<file path="src/hdl/soc_pkg.sv">
/*
  Shared definitions for the memory-mapped device side of the SoC.
  Holds the device indices, the fixed address map and the bus widths.
  The RAM region size comes from the memory_size parameter instead.
  Modules import it with a wildcard inside their body.
*/

package soc_pkg;

  // ------------------------------------------------------------------
  // Managed devices
  // ------------------------------------------------------------------

  localparam int num_devices = 3;

  localparam int dev_ram    = 0;
  localparam int dev_mtimer = 1;
  localparam int dev_gpio   = 2;

  // ------------------------------------------------------------------
  // Address map
  // ------------------------------------------------------------------

  localparam logic [31:0] ram_start    = 32'h0000_0000;
  localparam logic [31:0] mtimer_start = 32'h8001_0000;
  localparam logic [31:0] gpio_start   = 32'h8002_0000;

  // Both peripheral regions span 32 bytes
  localparam logic [31:0] mtimer_size = 32'd32;
  localparam logic [31:0] gpio_size   = 32'd32;

  // Bus widths
  localparam int data_width   = 32;
  localparam int strobe_width = 4;

endpackage

</file>
<file path="src/hdl/soc_gpio.sv">
/*
  GPIO block on the system bus.
  Offset 0 reads the synchronised input pins, offset 4 holds the output
  enables and offset 8 the output values. Writes need strobe byte 0.
*/

`timescale 1ns/1ps

module soc_gpio #(
  parameter int gpio_width = 4
) (
  input  logic                              clock,
  input  logic                              rst,
  input  logic [31:0]                       rw_address,
  input  logic [soc_pkg::data_width-1:0]    write_data,
  input  logic [soc_pkg::strobe_width-1:0]  write_strobe,
  input  logic                              read_request,
  input  logic                              write_request,
  output logic [soc_pkg::data_width-1:0]    read_data,
  output logic                              read_response,
  output logic                              write_response,
  input  logic [gpio_width-1:0]             gpio_input,
  output logic [gpio_width-1:0]             gpio_oe,
  output logic [gpio_width-1:0]             gpio_output
);

  import soc_pkg::*;

  localparam logic [4:0] reg_input  = 5'd0;
  localparam logic [4:0] reg_oe     = 5'd4;
  localparam logic [4:0] reg_output = 5'd8;

  logic [gpio_width-1:0] gpio_meta;
  logic [gpio_width-1:0] gpio_sync;

  // Two-stage synchroniser for the pins
  always_ff @(posedge clock) begin
    gpio_meta <= gpio_input;
    gpio_sync <= gpio_meta;
  end

  always_ff @(posedge clock) begin
    if (rst) begin
      gpio_oe        <= '0;
      gpio_output    <= '0;
      read_response  <= 1'b0;
      write_response <= 1'b0;
    end else begin
      read_response  <= read_request;
      write_response <= write_request;
      if (write_request && write_strobe[0]) begin
        if (rw_address[4:0] == reg_oe)     gpio_oe     <= write_data[gpio_width-1:0];
        if (rw_address[4:0] == reg_output) gpio_output <= write_data[gpio_width-1:0];
      end
    end
  end

  always_ff @(posedge clock) begin
    if (read_request) begin
      case (rw_address[4:0])
        reg_input:  read_data <= data_width'(gpio_sync);
        reg_oe:     read_data <= data_width'(gpio_oe);
        reg_output: read_data <= data_width'(gpio_output);
        default:    read_data <= '0;
      endcase
    end
  end

endmodule

</file>
<file path="config.mk">
export PLATFORM = sky130hd
export DESIGN_NAME = soc_gpio
export DESIGN_NICKNAME = d
export VERILOG_FILES = /design/src/hdl/soc_pkg.sv /design/src/hdl/soc_gpio.sv
export SDC_FILE = /design/constraint.sdc
export NUM_CORES = 1
export LEC_CHECK = 0
export BUFFER_PORTS_ARGS = -buffer_cell sky130_fd_sc_hd__buf_4
export CAP_MARGIN = 0
export CORE_MARGIN = 2
export CORE_UTILIZATION = 35
export CTS_CLUSTER_SIZE = 20
export DETAILED_ROUTE_END_ITERATION = 7
export HOLD_SLACK_MARGIN = 0.02
export PLACE_DENSITY = 0.85
export SLEW_MARGIN = 15
export SYNTH_ARGS = -nofsm -noshare
export SYNTH_HDL_FRONTEND = slang
export SYNTH_SLANG_ARGS = --single-unit
</file>
<file path="constraint.sdc">
create_clock -name clock -period 2.5 [get_ports clock]
set_clock_uncertainty 0.05 [all_clocks]
set_input_delay 0.75 -clock clock [delete_from_list [all_inputs] [get_ports clock]]
set_output_delay 0.75 -clock clock [all_outputs]
set_load 0.02 [all_outputs]
</file>
==> metrics.md <==
| Metric | Value |
|---|---|
| N_diodes | `0` |
| Met2 Resource Use GR | `17.9%` |
| Post-Layout Cell Count | `158` |
| Nets | `approximately 200` |
| Die Ht | `57.9 microns` |
| Sequential power share | `roughly 50%` |
| Syn-to-layout area delta | `20.4%` |
| Psw | `0.175 mW` |
| Routed WL | `roughly 1.8 mm` |
| Main flop type after synthesis | `dfxtp_1` |
| Clk sinks | `22` |
| Remaining design rule violation count | `0` |
| Hold/Removal Path Class | `register to register` |
| Status | `finished, final reports clean` |
| WHS | `290 ps` |
| I/O Buffers | `31` |
| Fillcell total | `280` |
| Worst vdd ir | `404 uV` |
| # setup viols final | `0` |
| Crit path capture type | `register` |
| Post-CTS sizing | `0` |
| Pwr per Cell Area | `605 nW/um^2` |
| Power Total | `between 0.7 and 0.8 mW` |
| Core area | `2760 sq um` |
| Cell accounting for the most synthesized area | `dfxtp_1` |
| CTS tree | `built` |
| Die X | `57.9 microns` |
| Via Count | `roughly 690` |
| Leakage | `0.565 nW` |
| Gpl congestion | `0.812` |
| Post-CTS setup buffers | `0` |
| Clock buffer count from CTS | `3` |
| GRT met1 Usage | `a little over an eighth` |
| MaxCap Viol Count | `0` |
| IO Pins | `118` |
| Post-synth top area share | `35.4%` |
| Drt initial violations | `5` |
| Fin util | `44.5%` |
| Critical path class | `input port to register` |
| Asr flop ratio synth | `0%` |
| Fin crit period | `1670 ps` |
| Number of synthesized flops with an enable pin | `4` |
| Share of layout cells above drive strength 1 | `29.9%` |
| Clock network power share | `between 30% and 40%` |
| CTS Hold Bufs | `0` |
| CP required | `between 2000 and 3000 ps` |
| Initial antenna violation count | `0` |
| Vias in the first global route | `630` |
| Row count | `19` |
| Largest net degree at the start of global routing | `15` |
| Int Power | `0.567 mW` |
| Multi-input combinational cell area | `around 420 sq um` |
| Fin. max-slew vios | `0` |
| Dpl ws | `490 ps` |
| GRT Total Usage | `11.2%` |
| Root buf cell | `clkbuf_4` |
| CTS Buffer Depth | `2` |
| Comb pwr share | `13.3%` |
| Final instance area | `1230 sq um` |
| Sequential fraction of the synthesis area | `47.2%` |
| Via/cell ratio | `about 4.4` |
| GRT overflow | `0` |
| Mapped Area | `slightly above 1000 sq um` |
| RSZ-0062 raised after global routing | `false` |
| Most common library cells after synthesis | `28 x buf_4, 18 x dfxtp_1, 8 x mux2i_1, 8 x nand2b_1, 5 x nand3_1` |
| Die ar. | `3360 sq um` |
| Hold Fails Final Rpt | `0` |
| Cells after DPL | `154` |
| Antenna-violating nets left | `0` |
| DRT Pass-1 Iters | `4` |
| Placed cell area | `1170 sq um` |
| Setup TNS | `0 ps` |
| Met3 global-route usage | `2.46%` |
| Unique masters post-synth | `19` |
| Synth warnings | `0` |
| Mapped Cells | `95` |
| Avg WL per Cell | `around 11 microns` |
| H-tree Lvls | `1` |
| Worst-path clk slew | `roughly 110 ps` |
| Mean Syn Cell Area | `10.7 sq um` |
| Post-synthesis register bit count | `22` |
| HPWL after detailed placement | `1.49 mm` |
| Switch share | `23.6%` |
| Fin worst setup slack | `826 ps` |
| Clk_lat worst skew | `just over 300 ps` |
| Period utilization | `about two thirds` |
| Starting density of the core | `36.9%` |
| Critical path launch point type | `input port` |
| Worst-path maximum fanout | `5` |
| Most used routing layer | `met2` |
| Peak Freq | `597 MHz` |
| Cell with the most instances after synthesis | `buf_4` |
| Top cells by area, synth | `dfxtp_1 35%, buf_4 21%, edfxtp_1 12%, mux2i_1 7.9%, nand2b_1 4.9%` |
| Global-route wire length before repair | `2.79 mm` |
| Register area | `480 sq um` |
| CP arrival | `1780 ps` |
-- state kept, by name, summed over array words and instances (netlist names) --
name            count
gpio_meta           4
gpio_oe             4
gpio_output         4
gpio_sync           4
read_data           4
read_response       1
write_response      1
-- cell usage in the layout, fill, tap and decap left out --
cell type | Yosys | routed
or3_1 | 1 | 1
conb_1 | 1 | 28
buf_4 | 28 | 31
nor2b_1 | 2 | 2
bufinv_16 | 0 | 1
o21ai_0 | 4 | 4
dfxtp_1 | 18 | 18
nor3_1 | 1 | 1
nor3b_2 | 1 | 1
clkbuf_4 | 0 | 3
nand4b_1 | 1 | 1
nor2_8 | 1 | 1
nand2b_1 | 8 | 8
o2bb2ai_1 | 4 | 4
a21oi_1 | 4 | 4
and4b_1 | 1 | 1
mux2i_1 | 8 | 8
nand3_1 | 5 | 5
or4_4 | 1 | 1
edfxtp_1 | 4 | 4
-- final cells by class --
class	count	area share, %
well taps	31	3.16
flip-flops and latches	22	39.2
clock inverters	1	2.45
clock buffers	3	1.84
multi-input cells	70	34.4
repair buffers	31	19.0
-- power by group through the flow --
stage / Sequential (mW) / Clock (mW) / Combinational, mW
6_report: 0.375 / 0.268 / 0.0988
5_1_grt: 0.377 / 0.291 / 0.106
4_1_cts: 0.376 / 0.281 / 0.0985
3_5_place_dp: 0.384 / 0 / 0.0983
3_3_place_gp: 0.383 / 0 / 0.0967
2_1_floorplan: 0.390 / 0 / 0.0890
-- per-layer routing --
metal / up-vias / share of wire, %
met5: - / 0
met3: 5 / 9.9
met4: 0 / 2.2
met2: 43 / 48
met1: 313 / 40
li1: 333 / -
-- logic make-up after synthesis --
group                  Yosys count  share of synthesized area (%)
AO/OA/AOI/OAI                   12                           7.37
AND/OR/NAND/NOR                 22                           15.8
buffers and inverters           30                           21.4
flip-flops                      22                           47.2
multiplexers                     8                           7.86
other                            1                          0.368
-- critical path, stage by stage --
cell and delay, ps:
buf_4 120, or3_1 440, nor3b_2 310, o2bb2ai_1 170
-- final timing paths --
kind | cells after the start | end | slack, ps | from
setup / recovery | 4 | read_data[2] | 830 | rw_address[1]
hold / removal | 0 | gpio_sync[2] | 290 | gpio_meta[2]
setup reg to reg | 2 | read_data[0] | 1630 | gpio_oe[0]
hold reg to reg | 0 | gpio_sync[2] | 290 | gpio_meta[2]
Note: power is estimated with default switching activity, not from simulation.
