**src/hdl/soc_pkg.sv**
```systemverilog
/*
  Shared definitions for the memory-mapped device side of the SoC.
  Holds the device indices, the fixed address map and the bus widths.
  The RAM region size comes from the memory_size parameter instead.
  Modules import it with a wildcard inside their body.
*/

package soc_pkg;

  // ------------------------------------------------------------------
  // Managed devices
  // ------------------------------------------------------------------

  localparam int num_devices = 3;

  localparam int dev_ram    = 0;
  localparam int dev_mtimer = 1;
  localparam int dev_gpio   = 2;

  // ------------------------------------------------------------------
  // Address map
  // ------------------------------------------------------------------

  localparam logic [31:0] ram_start    = 32'h0000_0000;
  localparam logic [31:0] mtimer_start = 32'h8001_0000;
  localparam logic [31:0] gpio_start   = 32'h8002_0000;

  // Both peripheral regions span 32 bytes
  localparam logic [31:0] mtimer_size = 32'd32;
  localparam logic [31:0] gpio_size   = 32'd32;

  // Bus widths
  localparam int data_width   = 32;
  localparam int strobe_width = 4;

endpackage

```
**src/hdl/soc_bus.sv**
```systemverilog
/*
  System bus between one manager and the managed devices.
  Decodes the request address against the address map and forwards the
  request to a single device in the same cycle. One cycle later it
  returns that device's read data and response to the manager, or a
  zero reply of its own when no region matched.
*/

`timescale 1ns/1ps

module soc_bus #(
  parameter int memory_size = 4096
) (
  input  logic                                          clock,
  input  logic                                          rst,

  // Manager side
  input  logic [31:0]                                   manager_rw_address,
  input  logic [soc_pkg::data_width-1:0]                manager_write_data,
  input  logic [soc_pkg::strobe_width-1:0]              manager_write_strobe,
  input  logic                                          manager_read_request,
  input  logic                                          manager_write_request,
  output logic [soc_pkg::data_width-1:0]                manager_read_data,
  output logic                                          manager_read_response,
  output logic                                          manager_write_response,

  // Device side
  output logic [31:0]                                   device_rw_address,
  output logic [soc_pkg::data_width-1:0]                device_write_data,
  output logic [soc_pkg::strobe_width-1:0]              device_write_strobe,
  output logic [soc_pkg::num_devices-1:0]               device_read_request,
  output logic [soc_pkg::num_devices-1:0]               device_write_request,
  input  logic [soc_pkg::num_devices*soc_pkg::data_width-1:0] device_read_data,
  input  logic [soc_pkg::num_devices-1:0]               device_read_response,
  input  logic [soc_pkg::num_devices-1:0]               device_write_response
);

  import soc_pkg::*;

  logic [num_devices-1:0] device_select;
  logic                   unmapped;
  logic [num_devices-1:0] selected_q;
  logic                   unmapped_read_q;
  logic                   unmapped_write_q;

  // ------------------------------------------------------------------
  // Address decode and request routing
  // ------------------------------------------------------------------

  always_comb begin
    device_select             = '0;
    device_select[dev_ram]    = (manager_rw_address - ram_start) < 32'(memory_size);
    device_select[dev_mtimer] = (manager_rw_address - mtimer_start) < mtimer_size;
    device_select[dev_gpio]   = (manager_rw_address - gpio_start) < gpio_size;
  end

  assign unmapped = ~|device_select;

  assign device_rw_address    = manager_rw_address;
  assign device_write_data    = manager_write_data;
  assign device_write_strobe  = manager_write_strobe;
  assign device_read_request  = device_select & {num_devices{manager_read_request}};
  assign device_write_request = device_select & {num_devices{manager_write_request}};

  // ------------------------------------------------------------------
  // Response path
  // ------------------------------------------------------------------

  // Remember who owns the response cycle
  always_ff @(posedge clock) begin
    if (rst) begin
      selected_q       <= '0;
      unmapped_read_q  <= 1'b0;
      unmapped_write_q <= 1'b0;
    end else begin
      selected_q       <= device_read_request | device_write_request;
      unmapped_read_q  <= manager_read_request & unmapped;
      unmapped_write_q <= manager_write_request & unmapped;
    end
  end

  // Unmapped reads fall through to zero
  always_comb begin
    manager_read_data = '0;
    for (int i = 0; i < num_devices; i++) begin
      if (selected_q[i]) begin
        manager_read_data = device_read_data[data_width*i +: data_width];
      end
    end
  end

  assign manager_read_response  = |(device_read_response & selected_q) | unmapped_read_q;
  assign manager_write_response = |(device_write_response & selected_q) | unmapped_write_q;

endmodule

```
**config.mk**
```make
export PLATFORM = sky130hd
export DESIGN_NAME = soc_bus
export DESIGN_NICKNAME = d
export VERILOG_FILES = /design/src/hdl/soc_pkg.sv /design/src/hdl/soc_bus.sv
export SDC_FILE = /design/constraint.sdc
export NUM_CORES = 1
export LEC_CHECK = 0
export BUFFER_PORTS_ARGS = -buffer_cell sky130_fd_sc_hd__buf_4
export CAP_MARGIN = 25
export CORE_AREA = 10 10 101 103
export CTS_CLUSTER_SIZE = 14
export DETAILED_ROUTE_END_ITERATION = 8
export DIE_AREA = 0 0 111 113
export SYNTH_ARGS = -nofsm -noshare
export SYNTH_HDL_FRONTEND = slang
export SYNTH_SLANG_ARGS = --single-unit
```
**constraint.sdc**
```tcl
create_clock -name clock -period 5 [get_ports clock]
set_input_delay 0.75 -clock clock [delete_from_list [all_inputs] [get_ports clock]]
set_output_delay 0.75 -clock clock [all_outputs]
set_load 0.05 [all_outputs]
```
==> qor.csv <==
stage,metric,value,unit
logic_synthesis,post-synth top area share,28.3,%
route,post-DR vias/cell,4.77,
logic_synthesis,number of synthesized flops with an enable pin,0,
clocking,clock tree sinks,5,
outcome,outcome,completed,
clocking,clock slew at reported path FFs,30,ps
grt,Total GRT Usage,13.8,%
die,Die ar.,0.0125,mm^2
clocking,TritonCTS clock tree,built,
worst_setup_path,Max stage delay on crit path,510,ps
logic_synthesis,Area contributors post-synth,"buf_4 28%, a22oi_1 13%, o21ai_0 9.4%",
clocking,Clock Path Buffers,2,
die,Core Footprint,0.00813,mm^2
route,final wirelength,9630,um
logic_synthesis,Post-Syn Instances,276,
timing,final setup fails,0,
worst_setup_path,Buf/Inv on CP,2,
pwr,Peak VDD IR,0.0913,mV
placement,dpl hpwl,8380,um
route,DRT iter0 DRCs,149,
logic_synthesis,syn_area_per_cell,6.54,um^2
timing,final hold vios,0,
timing,max-slew violations,0,
logic_synthesis,Post-Syn Nets,452,
route,DRC Markers,0,
worst_setup_path,"Arr. time, crit path",2600,ps
timing,minimum clock period,3350,ps
route,detailed-route via count,2393,
timing,Slew Limit Headroom,63.7,%
clocking,Root Buffer,clkbuf_8,
die,Chip Height,113,um
pwr,PD cells,99.9,mW/mm^2
layout,final instance area,0.00294,mm^2
grt,initial antenna violation count,0,
clocking,Post-CTS Setup Inserts,0,
worst_setup_path,slowest CP cell,nor4_1,
layout,layout cells sized above 1,54.2,%
grt,vias in the first global route,2418,
route,WL per Instance,19.2,um
worst_setup_path,crit path to,device_write_request[1],
job,MaxCap Viol Count,0,
placement,placed cell areas,0.00288,mm^2
worst_setup_path,Crit Path Max Fanout,3,
logic_synthesis,ys flop type,dfxtp_1,
logic_synthesis,fraction of registers with async set or reset after synthesis,0,%
worst_setup_path,Worst path depth,7,
die,row count,33,
logic_synthesis,post-synthesis sequential area ratio,5.54,%
grt,largest net degree at the start of global routing,67,
logic_synthesis,synthesized area,0.00181,mm^2
timing,setup total negative slack,0,ps
worst_setup_path,Setup crit start kind,primary input,
worst_setup_path,Worst setup startpoint,manager_rw_address[15],
route,DRT Pass-1 Iters,4,
timing,f_max,0.298,GHz
clocking,H-Tree Depth,1,
logic_synthesis,count of cell types in the netlist,48,
pwr,leakage power,1.36,nW
die,I/O pin count,282,
clocking,post-CTS sizing,0,
worst_setup_path,endpoint type of the worst setup path,output port,
grt,gr ovfl total,0,
layout,Final Core Density,36.1,%
timing,hold_ws,803,ps
die,DIE WIDTH,111,um
placement,placer congestion estimate,0.875,
worst_setup_path,Setup CP Type,primary input to output port,
logic_synthesis,Synth Register Bits,5,
clocking,total CTS buffers,3,
worst_setup_path,WP data required,4250,ps
worst_setup_path,critical path cell sequence,buf_4 > nor4_1 > nand4_1 > nor3_1 > o211ai_1 > nor3_1 > buf_4,
layout,Area Growth Syn to Fin,62.9,%
timing,RSZ-0062 raised after global routing,no,
logic_synthesis,Synth warnings,0,
layout,Nets,574,
worst_setup_path,family with the most delay on the worst path,simple AND/OR/NAND/NOR gates,
min_path,Worst Hold Class,primary input to flip-flop,
timing,worst slew pin tran,540,ps
logic_synthesis,post-synth top area cell,buf_4,
route,number of nets with antenna violations after routing,0,
layout,Antenna Cells,0,
grt,first-pass GRT wire length,14300,um
die,Starting Density,22.2,%
timing,final period utilization,67.0,%
logic_synthesis,Post-synth top cells,"68 x buf_4, 40 x nand2_1, 34 x o21ai_0",
logic_synthesis,most frequent cell after synthesis,buf_4,
clocking,# hold bufs at CTS,0,
placement,Port Buffers,199,
==> how the worst min path moves through the flow <==
stage | end | depth (start not counted) | slack [ps] | start
floorplan | unmapped_read_q | 2 | 900 | manager_read_request
global placement | unmapped_write_q | 3 | 1020 | rst
detailed placement | unmapped_write_q | 3 | 1030 | rst
CTS | unmapped_write_q | 3 | 800 | rst
global route | unmapped_write_q | 3 | 820 | rst
finish | unmapped_write_q | 3 | 800 | rst
==> layer usage <==
metal / part of all wire [%] / vias up / global-route usage, %
met2: 48 / 163 / 23.9
met5: 0 / - / 0
met1: 39 / 1057 / 15.1
li1: - / 1169 / -
met3: 12 / 4 / 7.24
met4: 0.63 / 0 / 1.82
==> cell families (layout without fill, tap and decap cells) <==
logic type | count (synthesis) | after routing | synth area share (%)
AO/OA/AOI/OAI | 89 | 89 | 32.4
XOR/XNOR | 4 | 4 | 1.94
adder cells (fa/ha/maj) | 2 | 2 | 1.39
buffers and inverters | 90 | 211 | 32.8
flip-flops | 5 | 5 | 5.54
AND/OR/NAND/NOR | 86 | 86 | 25.8
==> placed cells by master, fill, tap and decap left out, types with 2 or more instances in the layout <==
cell type / n
buf_4: 201
a21oi_1: 5
nand2_1: 40
clkbuf_8: 3
nand3_1: 2
xor2_1: 3
nand3b_1: 3
o21ai_0: 34
ha_1: 2
dfxtp_1: 4
a22oi_1: 32
nor2_1: 9
nand4_1: 4
nor3_1: 6
inv_1: 5
o31a_1: 2
and2_1: 2
nor4_4: 2
a211oi_1: 2
o211ai_1: 2
nor4_1: 4
==> report_power, final <==
part           internal [W]  switching, W  leakage, nW
Combinational     0.0000908     0.0000895         1.30
Clock             0.0000545     0.0000178       0.0228
Sequential        0.0000410   0.000000238       0.0413
Total              0.000186      0.000107         1.36
==> sequential cells by signal, summed over array words and instances (netlist names) <==
signal	cells
selected_q	3
unmapped_write_q	1
unmapped_read_q	1
==> through the flow <==
step	worst slack, ps	total power [W]	std cells
finish	1650	0.000294	502
global route	1440	0.000310	502
CTS	1590	0.000297	501
detailed placement	1610	0.000222	497
global placement	1570	0.000220	497
floorplan	1370	0.000213	276
==> final cells by class <==
class                           count  area, um^2
Multi-Input combinational cell    181        1110
Clock buffer                        4        45.0
Fill cell                         886        5190
Timing Repair Buffer              202        1530
Inverter                            5        18.8
Sequential cell                     5         101
Tap cell                          105         131
No activity file was read; power rests on OpenSTA's default activity.
